$ cat config.mk
export PLATFORM = sky130hd
export DESIGN_NAME = fetch_top
export DESIGN_NICKNAME = d
export VERILOG_FILES = /design/src/fetch_pkg.sv /design/src/bpb_if.sv /design/src/imem_if.sv /design/src/branch_pred_buffer.sv /design/src/fetch_stage.sv /design/src/fetch_top.sv /design/src/imem_port.sv
export SDC_FILE = /design/constraint.sdc
export NUM_CORES = 2
export LEC_CHECK = 0
export BUFFER_PORTS_ARGS = -buffer_cell sky130_fd_sc_hd__buf_2
export CORE_UTILIZATION = 54
export CTS_BUF_LIST = sky130_fd_sc_hd__clkbuf_4 sky130_fd_sc_hd__clkbuf_8
export CTS_CLUSTER_DIAMETER = 200
export CTS_CLUSTER_SIZE = 8
export DETAILED_ROUTE_END_ITERATION = 8
export GPL_ROUTABILITY_DRIVEN = 0
export GPL_TIMING_DRIVEN = 0
export PLACE_DENSITY = 0.73
export SYNTH_ARGS = -nofsm -noshare
export SYNTH_HDL_FRONTEND = slang
export SYNTH_SLANG_ARGS = --single-unit
export TNS_END_PERCENT = 1
$ cat constraint.sdc
create_clock -name clk -period 6.4 [get_ports clk]
set_input_delay 1.92 -clock clk [delete_from_list [all_inputs] [get_ports clk]]
set_output_delay 1.92 -clock clk [all_outputs]
set_load 0.01 [all_outputs]
$ cat src/imem.hex
// one 32-bit instruction word per line, word index 0 to 31
3c08bfc0
35080100
24090010
00000000
8d0a0000
01495021
11200003
00052880
2529ffff
ad0a0004
08000004
000a5040
3c02a000
24420020
0040f809
00c63021
03e00008
00e73821
240b0001
016b5820
15600002
01084021
42000018
01295021
8fbf0014
27bd0018
03e00009
014a5821
0c0000f0
24840004
1000ffff
016b6021

$ cat src/fetch_pkg.sv
package fetch_pkg;

    // instruction and address width
    localparam int WORD_W = 32;

    // boot vector
    localparam logic [WORD_W-1:0] RESET_PC = 32'hbfc00000;

    // 2-bit saturating predictor counters
    localparam int CNT_W = 2;

    // counter value from which a branch is predicted taken
    localparam logic [CNT_W-1:0] CNT_TAKEN_MIN = 2'd2;

    // weakly not taken, used when a not-taken branch is allocated
    localparam logic [CNT_W-1:0] CNT_WEAK_NT = CNT_TAKEN_MIN - 2'd1;

    // saturation limits
    localparam logic [CNT_W-1:0] CNT_MAX = {CNT_W{1'b1}};
    localparam logic [CNT_W-1:0] CNT_MIN = '0;

    // pc step per instruction and per pair
    localparam logic [WORD_W-1:0] PC_STEP_ONE = 32'd4;
    localparam logic [WORD_W-1:0] PC_STEP_TWO = 32'd8;

endpackage

$ cat src/bpb_if.sv
`timescale 1ns/1ps

interface bpb_if;
    import fetch_pkg::*;

    // lookup addresses, pc_b is pc_a plus 4
    logic [WORD_W-1:0] pc_a;
    logic [WORD_W-1:0] pc_b;

    // combinational lookup results
    logic              taken_a;
    logic              taken_b;
    logic [WORD_W-1:0] target_a;
    logic [WORD_W-1:0] target_b;

    // resolved branch from later stages
    logic              upd_valid;
    logic [WORD_W-1:0] upd_pc;
    logic              upd_taken;
    logic [WORD_W-1:0] upd_target;

    modport fetcher (
        output pc_a,
        output pc_b,
        input  taken_a,
        input  taken_b,
        input  target_a,
        input  target_b
    );

    modport predictor (
        input  pc_a,
        input  pc_b,
        output taken_a,
        output taken_b,
        output target_a,
        output target_b,
        input  upd_valid,
        input  upd_pc,
        input  upd_taken,
        input  upd_target
    );

endinterface

$ cat src/imem_if.sv
`timescale 1ns/1ps

interface imem_if;
    import fetch_pkg::*;

    // fetch side
    logic [WORD_W-1:0] addr;
    logic              accept;

    // memory side, held until accept
    logic [WORD_W-1:0] data_a;
    logic [WORD_W-1:0] data_b;
    logic              second_ok;
    logic              data_ok;

    modport fetcher (
        output addr,
        output accept,
        input  data_a,
        input  data_b,
        input  second_ok,
        input  data_ok
    );

    modport memory (
        input  addr,
        input  accept,
        output data_a,
        output data_b,
        output second_ok,
        output data_ok
    );

endinterface

$ cat src/branch_pred_buffer.sv
`timescale 1ns/1ps

module branch_pred_buffer #(
    parameter int BPB_ENTRIES = 16
) (
    input logic        clk,
    input logic        reset,
    bpb_if.predictor   bp
);
    import fetch_pkg::*;

    localparam int IDX_W = $clog2(BPB_ENTRIES);
    localparam int TAG_W = WORD_W - 2 - IDX_W;

    logic [BPB_ENTRIES-1:0] valid;
    logic [TAG_W-1:0]       tag_mem    [BPB_ENTRIES];
    logic [WORD_W-1:0]      target_mem [BPB_ENTRIES];
    logic [CNT_W-1:0]       cnt_mem    [BPB_ENTRIES];

    logic [IDX_W-1:0]       idx_a;
    logic [IDX_W-1:0]       idx_b;
    logic [IDX_W-1:0]       upd_idx;
    logic                   upd_hit;
    logic [CNT_W-1:0]       upd_cnt;

    function automatic logic [IDX_W-1:0] index_of(input logic [WORD_W-1:0] addr);
        return addr[2 +: IDX_W];
    endfunction

    function automatic logic [TAG_W-1:0] tag_of(input logic [WORD_W-1:0] addr);
        return addr[WORD_W-1 -: TAG_W];
    endfunction

    assign idx_a   = index_of(bp.pc_a);
    assign idx_b   = index_of(bp.pc_b);
    assign upd_idx = index_of(bp.upd_pc);

    // two independent read ports on the same table
    assign bp.taken_a = valid[idx_a] && (tag_mem[idx_a] == tag_of(bp.pc_a))
                        && (cnt_mem[idx_a] >= CNT_TAKEN_MIN);
    assign bp.taken_b = valid[idx_b] && (tag_mem[idx_b] == tag_of(bp.pc_b))
                        && (cnt_mem[idx_b] >= CNT_TAKEN_MIN);
    assign bp.target_a = target_mem[idx_a];
    assign bp.target_b = target_mem[idx_b];

    assign upd_hit = valid[upd_idx] && (tag_mem[upd_idx] == tag_of(bp.upd_pc));

    always_comb
    begin
        if (!upd_hit)
        begin
            // fresh entry starts weak in the resolved direction
            upd_cnt = bp.upd_taken ? CNT_TAKEN_MIN : CNT_WEAK_NT;
        end
        else if (bp.upd_taken)
        begin
            upd_cnt = (cnt_mem[upd_idx] == CNT_MAX) ? CNT_MAX : cnt_mem[upd_idx] + 1'b1;
        end
        else
        begin
            upd_cnt = (cnt_mem[upd_idx] == CNT_MIN) ? CNT_MIN : cnt_mem[upd_idx] - 1'b1;
        end
    end

    always_ff @(posedge clk or posedge reset)
    begin
        if (reset)
            valid <= '0;
        else if (bp.upd_valid)
            valid[upd_idx] <= 1'b1;
    end

    // lookups this cycle still see the old entry
    always_ff @(posedge clk)
    begin
        if (bp.upd_valid)
        begin
            tag_mem[upd_idx]    <= tag_of(bp.upd_pc);
            target_mem[upd_idx] <= bp.upd_target;
            cnt_mem[upd_idx]    <= upd_cnt;
        end
    end

    a_upd_known: assert property (@(posedge clk) disable iff (reset)
        bp.upd_valid |-> !$isunknown({bp.upd_pc, bp.upd_taken, bp.upd_target}));

endmodule

$ cat src/fetch_stage.sv
`timescale 1ns/1ps

module fetch_stage (
    input  logic                          clk,
    input  logic                          reset,
    input  logic                          stall,
    input  logic                          exc_valid,
    input  logic [fetch_pkg::WORD_W-1:0]  exc_pc,
    input  logic                          eret,
    input  logic [fetch_pkg::WORD_W-1:0]  epc,
    input  logic                          branch_taken,
    input  logic [fetch_pkg::WORD_W-1:0]  branch_pc,
    input  logic                          jump,
    input  logic [fetch_pkg::WORD_W-1:0]  jump_pc,
    input  logic                          jr,
    input  logic [fetch_pkg::WORD_W-1:0]  jr_pc,
    imem_if.fetcher                       mem,
    bpb_if.fetcher                        bp,
    output logic [fetch_pkg::WORD_W-1:0]  pc,
    output logic                          out_valid,
    output logic [fetch_pkg::WORD_W-1:0]  slot_a_instr,
    output logic [fetch_pkg::WORD_W-1:0]  slot_a_pcplus4,
    output logic                          slot_a_pred,
    output logic                          slot_b_valid,
    output logic [fetch_pkg::WORD_W-1:0]  slot_b_instr,
    output logic [fetch_pkg::WORD_W-1:0]  slot_b_pcplus4,
    output logic                          slot_b_pred,
    output logic                          misaligned
);
    import fetch_pkg::*;

    logic              conflict;
    logic              pred_taken_q;
    logic [WORD_W-1:0] pred_target_q;
    logic              redirect;
    logic [WORD_W-1:0] redirect_pc;
    logic [WORD_W-1:0] pc_plus4;
    logic [WORD_W-1:0] pc_plus8;
    logic [WORD_W-1:0] next_pc;
    logic              next_pred_taken;
    logic [WORD_W-1:0] next_pred_target;

    // exception first, jr last
    always_comb
    begin
        redirect    = 1'b1;
        redirect_pc = exc_pc;
        if (exc_valid)
            redirect_pc = exc_pc;
        else if (eret)
            redirect_pc = epc;
        else if (branch_taken)
            redirect_pc = branch_pc;
        else if (jump)
            redirect_pc = jump_pc;
        else if (jr)
            redirect_pc = jr_pc;
        else
            redirect = 1'b0;
    end

    assign pc_plus4 = pc + PC_STEP_ONE;
    assign pc_plus8 = pc + PC_STEP_TWO;

    assign mem.addr = pc;
    assign bp.pc_a  = pc;
    assign bp.pc_b  = pc_plus4;

    // a predicted-taken pair ends at slot a, its delay slot
    assign slot_b_valid = mem.second_ok & ~pred_taken_q;

    // stale responses are drained even under stall
    assign out_valid  = mem.data_ok & ~conflict & ~stall & ~redirect;
    assign mem.accept = mem.data_ok & (conflict | (~stall & ~redirect));

    always_comb
    begin
        if (pred_taken_q)
        begin
            next_pc          = pred_target_q;
            next_pred_taken  = 1'b0;
            next_pred_target = '0;
        end
        else
        begin
            if (slot_b_valid && bp.taken_a)
                next_pc = bp.target_a;
            else if (slot_b_valid)
                next_pc = pc_plus8;
            else
                next_pc = pc_plus4;

            // remember whatever the last valid slot predicted
            next_pred_taken  = slot_b_valid ? bp.taken_b : bp.taken_a;
            next_pred_target = slot_b_valid ? bp.target_b : bp.target_a;
        end
    end

    always_ff @(posedge clk or posedge reset)
    begin
        if (reset)
        begin
            pc            <= RESET_PC;
            pred_taken_q  <= 1'b0;
            pred_target_q <= '0;
            conflict      <= 1'b0;
        end
        else
        begin
            if (redirect)
            begin
                pc            <= redirect_pc;
                pred_taken_q  <= 1'b0;
                pred_target_q <= '0;
            end
            else if (out_valid)
            begin
                pc            <= next_pc;
                pred_taken_q  <= next_pred_taken;
                pred_target_q <= next_pred_target;
            end

            // old request still outstanding unless it leaves this cycle
            if (redirect)
                conflict <= ~mem.accept;
            else if (mem.accept)
                conflict <= 1'b0;
        end
    end

    assign slot_a_instr   = mem.data_a;
    assign slot_a_pcplus4 = pc_plus4;
    assign slot_a_pred    = bp.taken_a;
    assign slot_b_instr   = mem.data_b;
    assign slot_b_pcplus4 = pc_plus8;
    assign slot_b_pred    = bp.taken_b & slot_b_valid;
    assign misaligned     = (pc[1:0] != 2'b00);

    a_conflict_blocks: assert property (@(posedge clk) disable iff (reset)
        conflict && !mem.data_ok |=> !out_valid);

    // memory drops data_ok once the pair is taken
    a_accept_ok: assert property (@(posedge clk) disable iff (reset)
        mem.accept |-> mem.data_ok ##1 !mem.data_ok);

endmodule

$ cat src/fetch_top.sv
`timescale 1ns/1ps

module fetch_top #(
    parameter int IMEM_DEPTH  = 32,
    parameter int BPB_ENTRIES = 16
) (
    input  logic                          clk,
    input  logic                          reset,
    input  logic                          stall,
    input  logic                          exc_valid,
    input  logic [fetch_pkg::WORD_W-1:0]  exc_pc,
    input  logic                          eret,
    input  logic [fetch_pkg::WORD_W-1:0]  epc,
    input  logic                          branch_taken,
    input  logic [fetch_pkg::WORD_W-1:0]  branch_pc,
    input  logic                          jump,
    input  logic [fetch_pkg::WORD_W-1:0]  jump_pc,
    input  logic                          jr,
    input  logic [fetch_pkg::WORD_W-1:0]  jr_pc,
    input  logic                          bp_upd_valid,
    input  logic [fetch_pkg::WORD_W-1:0]  bp_upd_pc,
    input  logic                          bp_upd_taken,
    input  logic [fetch_pkg::WORD_W-1:0]  bp_upd_target,
    output logic [fetch_pkg::WORD_W-1:0]  pc,
    output logic                          out_valid,
    output logic [fetch_pkg::WORD_W-1:0]  slot_a_instr,
    output logic [fetch_pkg::WORD_W-1:0]  slot_a_pcplus4,
    output logic                          slot_a_pred,
    output logic                          slot_b_valid,
    output logic [fetch_pkg::WORD_W-1:0]  slot_b_instr,
    output logic [fetch_pkg::WORD_W-1:0]  slot_b_pcplus4,
    output logic                          slot_b_pred,
    output logic                          misaligned
);

    imem_if mem_bus ();
    bpb_if  bp_bus ();

    // resolved branches go straight to the predictor
    assign bp_bus.upd_valid  = bp_upd_valid;
    assign bp_bus.upd_pc     = bp_upd_pc;
    assign bp_bus.upd_taken  = bp_upd_taken;
    assign bp_bus.upd_target = bp_upd_target;

    imem_port #(
        .IMEM_DEPTH (IMEM_DEPTH)
    ) u_imem_port (
        .clk   (clk),
        .reset (reset),
        .mem   (mem_bus)
    );

    branch_pred_buffer #(
        .BPB_ENTRIES (BPB_ENTRIES)
    ) u_bpb (
        .clk   (clk),
        .reset (reset),
        .bp    (bp_bus)
    );

    fetch_stage u_fetch_stage (
        .clk            (clk),
        .reset          (reset),
        .stall          (stall),
        .exc_valid      (exc_valid),
        .exc_pc         (exc_pc),
        .eret           (eret),
        .epc            (epc),
        .branch_taken   (branch_taken),
        .branch_pc      (branch_pc),
        .jump           (jump),
        .jump_pc        (jump_pc),
        .jr             (jr),
        .jr_pc          (jr_pc),
        .mem            (mem_bus),
        .bp             (bp_bus),
        .pc             (pc),
        .out_valid      (out_valid),
        .slot_a_instr   (slot_a_instr),
        .slot_a_pcplus4 (slot_a_pcplus4),
        .slot_a_pred    (slot_a_pred),
        .slot_b_valid   (slot_b_valid),
        .slot_b_instr   (slot_b_instr),
        .slot_b_pcplus4 (slot_b_pcplus4),
        .slot_b_pred    (slot_b_pred),
        .misaligned     (misaligned)
    );

endmodule

$ cat src/imem_port.sv
`timescale 1ns/1ps

module imem_port #(
    parameter int IMEM_DEPTH = 32
) (
    input logic     clk,
    input logic     reset,
    imem_if.memory  mem
);
    import fetch_pkg::*;

    localparam int WORD_IDX_W = $clog2(IMEM_DEPTH);

    logic [WORD_W-1:0] rom [IMEM_DEPTH];

    logic                  launch;
    logic                  busy;
    logic [1:0]            wait_cnt;
    logic [WORD_W-1:0]     addr_q;
    logic [WORD_IDX_W-1:0] word_a;
    logic [WORD_IDX_W-1:0] word_b;

    initial
    begin
        $readmemh("/design/src/imem.hex", rom);
    end

    // one request outstanding at a time
    always_ff @(posedge clk or posedge reset)
    begin
        if (reset)
        begin
            launch   <= 1'b1;
            busy     <= 1'b0;
            wait_cnt <= '0;
        end
        else if (launch)
        begin
            launch   <= 1'b0;
            busy     <= 1'b1;
            wait_cnt <= mem.addr[4:3];
        end
        else if (busy && wait_cnt != 2'd0)
        begin
            wait_cnt <= wait_cnt - 2'd1;
        end
        else if (mem.data_ok && mem.accept)
        begin
            busy   <= 1'b0;
            launch <= 1'b1;
        end
    end

    always_ff @(posedge clk)
    begin
        if (launch)
            addr_q <= mem.addr;
    end

    // word index wraps around the rom
    assign word_a = WORD_IDX_W'(addr_q[WORD_W-1:2] % IMEM_DEPTH);
    assign word_b = WORD_IDX_W'((addr_q[WORD_W-1:2] + 1'b1) % IMEM_DEPTH);

    assign mem.data_a    = rom[word_a];
    assign mem.data_b    = rom[word_b];
    assign mem.second_ok = ~addr_q[2];
    assign mem.data_ok   = busy && (wait_cnt == 2'd0);

    // response must not move until the fetch stage takes it
    a_hold_stable: assert property (@(posedge clk) disable iff (reset)
        mem.data_ok && !mem.accept |=> mem.data_ok && $stable(mem.data_a)
            && $stable(mem.data_b) && $stable(mem.second_ok));

endmodule

==> flow_summary.yaml <==
cells_and_area:
  n_fill_cell: 7197
  instances_no_fill: 5537
  areaGrowthSynthToFinish_pct: 17.2
  final_core_util: 0.639
  nets: 4309
  drive_gt1_frac: 0.423
timing:
  maxSlewHeadroom: 0.0268
  fin_setup_tns_ns: -4.60
  rsz0062_at_grt: "true"
  skew_ns: 0.0501
  worst_pin_slew_ns: 1.46
  setup_viol: 43
  final.period_utilization: 1.10
  finalCriticalPeriod_ns: 7.03
  drv_slew: 0
  finalWorstSetupSlack_ns: -0.634
  fmax_mhz: 142
  hold_viol: 0
power_and_ir_drop:
  power_per_cell_area_nw_per_um2: 275
  peakVddDrop_mv: 0.132
  total_leakage_power_nw: 22.8
synthesis:
  ys_types: 91
  synth_top_area_share: 0.510
  synthTopCellsByArea: "edfxtp_1 (51%), mux4_2 (27%), mux2i_1 (3.5%), dfrtp_1 (3.4%), xnor2_1 (1.5%)"
  yosysSeqAreaShare: 0.548
  synth-edff-count: 961
  synth_seq_cells: 1047
  syn_inst: 3371
  syn_area_per_cell_um2: 16.8
  async_reset_ff_frac: 0.0821
  syn-cell-area_um2: 56600
  ys_warn_count: 0
  yosysTopAreaCell: "edfxtp_1"
  synth-main-ff-cell: "edfxtp_1"
critical_path:
  crit_type: "flop to primary output"
  crit_arrival_ns: 5.11
  end_kind: "primary output"
  cp.required_ns: 4.48
  cpPeakStageDelay_ns: 0.58
  start_kind: "flop"
  crit_fanout: 10
  crit_chain: "buf_12 > ha_4 > buf_12 > buf_4 > buf_16 > buf_8 > buf_8 > buf_4 > buf_6 > mux2i_1 > mux2i_2 > or4_4 > nor4_4 > buf_2"
  slowest_stage: "or4_4"
global_routing:
  grtUsageTotal: 0.424
  overflow: 0
  grt_max_degree: 71
  antenna_found_initial: 22
  grt_pass1_wl_um: 307000
  grt_pass1_vias: 39500
route:
  route.met3.wl_um: 44800
  drc_errors: 25
  top_layer: "met5"
  met2_length_um: 94400
  wl_per_cell_um: 40.9
  drt-met1-wl_um: 70800
  first_iter_violations: 8255
  dr.pass1.iters: 9
  vias: 42200
  totalWireLength_um: 226000
  ant_nets: 0
  via_per_inst: 7.61
clock_network:
  cts_buffers: 148
  cts_root_buffer: "clkbuf_8"
  clock_path_buffers: 3
  clkLatencyLatePin_ns: 0.89
  clkSinkCount: 1047
  tritoncts: "done"
  clk_pin_slew_ns: 0.08
  h-tree-depth: 4
floorplanning:
  pin_count: 399
  die_area_um2: 106000
  die_height_um: 326
  core_um2: 104000
  num_rows: 118
  start_util: 0.546
  die_w_um: 326
worst_hold_path:
  hold_class: "flop to flop"
placed_design:
  place_inst: 5250
  port_buffers: 325
  hpwl_um: 167000
job:
  maxCapViolCount: 0
outcome:
  status: "finished, violations left"
  violations: "DRC, setup timing"
## final cells by class
class,count,area (um^2),share of cell area
multi-input combinational,2011,24600,0.371
clock inverter,13,131,0.00198
tap,1380,1730,0.0261
sequential,1047,31000,0.468
clock buffer,199,2430,0.0367
timing repair buffer,497,3680,0.0556
antenna,23,57.6,0.000868
buffer,332,2450,0.0369
inverter,35,151,0.00228
## per-layer routing
layer,up-vias,track usage
li1,15300,-
met1,21000,0.529
met2,4859,0.589
met3,1003,0.228
met4,24,0.236
met5,-,0.0138
## worst paths after layout
check	startpoint	endpoint	slack [ns]	cells past startpoint
max	u_fetch_stage.bp.pc_a[2]$_DFFE_PP0P_	slot_b_pred	-0.63	14
min	u_fetch_stage.pred_target_q[0]$_DFFE_PP0P_	u_fetch_stage.pred_target_q[0]$_DFFE_PP0P_	0.48	2
max reg2reg	u_fetch_stage.bp.pc_a[5]$_DFFE_PP0P_	u_fetch_stage.bp.pc_a[23]$_DFFE_PP1P_	1.09	9
min reg2reg	u_fetch_stage.pred_target_q[0]$_DFFE_PP0P_	u_fetch_stage.pred_target_q[0]$_DFFE_PP0P_	0.48	2
max in group asynchronous	reset	u_fetch_stage.bp.pc_a[12]$_DFFE_PP0P_	4.59	3
min in group asynchronous	reset	u_bpb.valid[1]$_DFFE_PP0P_	1.07	2
## critical path, delay by kind of cell (launching register included)
family	cells	cell delay (ns)
muxes	2	0.57
and+or+nand+nor	2	1.00
buffers and inverters	9	1.84
DFF	1	0.48
adders and majority gates	1	0.31
## flip-flops by register name (all words and copies together) (netlist names)
| name | flops |
|---|---|
| u_bpb.valid | 16 |
| u_bpb.cnt_mem | 32 |
| u_fetch_stage.pred_target_q | 32 |
| u_bpb.tag_mem | 416 |
| u_imem_port.wait_cnt | 2 |
| u_fetch_stage.bp.pc_a | 32 |
| u_imem_port.launch | 1 |
| u_imem_port.busy | 1 |
| u_fetch_stage.conflict | 1 |
| u_bpb.target_mem | 512 |
| u_fetch_stage.pred_taken_q | 1 |
| u_imem_port.addr_q | 1 |
## layout by cell type, fill, tap and decap left out, types with 11 or more instances in the layout
cell / netlist / layout
a21oi_1: 82 / 82
a22oi_1: 16 / 16
and3_1: 11 / 11
buf_1: 44 / 27
buf_12: 0 / 34
buf_16: 0 / 16
buf_2: 60 / 350
buf_4: 77 / 141
buf_6: 14 / 95
buf_8: 3 / 24
clkbuf_1: 143 / 118
clkbuf_4: 0 / 58
clkbuf_8: 0 / 151
conb_1: 1 / 64
dfrtp_1: 76 / 67
diode_2: 0 / 23
edfxtp_1: 961 / 961
inv_1: 29 / 27
mux2_2: 27 / 27
mux2i_1: 196 / 188
mux4_2: 673 / 673
nand2_1: 216 / 212
nand2b_1: 14 / 12
nand3_1: 53 / 51
nand4_1: 23 / 23
nor2_1: 82 / 75
nor2b_1: 16 / 15
nor3_1: 38 / 25
nor3_2: 1 / 12
nor4_1: 23 / 15
o21ai_0: 138 / 138
o22ai_1: 18 / 14
or2_2: 22 / 22
xnor2_1: 94 / 75
xnor2_2: 2 / 11
xor2_1: 30 / 22
## power breakdown
part	internal, W	leakage (nW)	switching, W
clock	0.00244	1.36	0.00260
combinational	0.00219	11.7	0.00310
sequential	0.00767	9.73	0.000205
## cell usage after synthesis (27+ instances only)
cell / instances
edfxtp_1: 961
mux4_2: 673
nand2_1: 216
mux2i_1: 196
clkbuf_1: 143
o21ai_0: 138
xnor2_1: 94
a21oi_1: 82
nor2_1: 82
buf_4: 77
dfrtp_1: 76
buf_2: 60
nand3_1: 53
buf_1: 44
nor3_1: 38
xor2_1: 30
inv_1: 29
mux2_2: 27
## cell families after synthesis
family	count (synthesis)	share of synthesized area
compound gates	373	0.0419
xor+xnor	126	0.0198
fa+ha+maj	3	0.000664
buf+inv	376	0.0338
flops	1047	0.548
mux	898	0.308
other cells	1	0.0000663
simple gates	547	0.0470
## metrics by stage
stage | hold slack (ns) | instance area (um^2) | setup slack (ns) | total power, W
after global placement | 0.460 | 60200 | -10.33 | 0.0126
after CTS | 0.479 | 66100 | -0.429 | 0.0178
after floorplan | 0.442 | 56800 | -1.89 | 0.0107
after global routing | 0.500 | 66200 | -0.560 | 0.0184
after detailed placement | 0.466 | 61800 | -1.93 | 0.0126
final | 0.485 | 66300 | -0.634 | 0.0182
## timing repair
| item | CTS | global route |
|---|---|---|
| endpoints found under the setup margin | 71 | 39 |
| gates resized for setup | 307 | 23 |
| hold buffers | 0 | 0 |
| gates cloned | 2 | 0 |
| setup buffers | 48 | 11 |
| pin swaps | 18 | 9 |
Note: power is estimated with default switching activity, not from simulation.
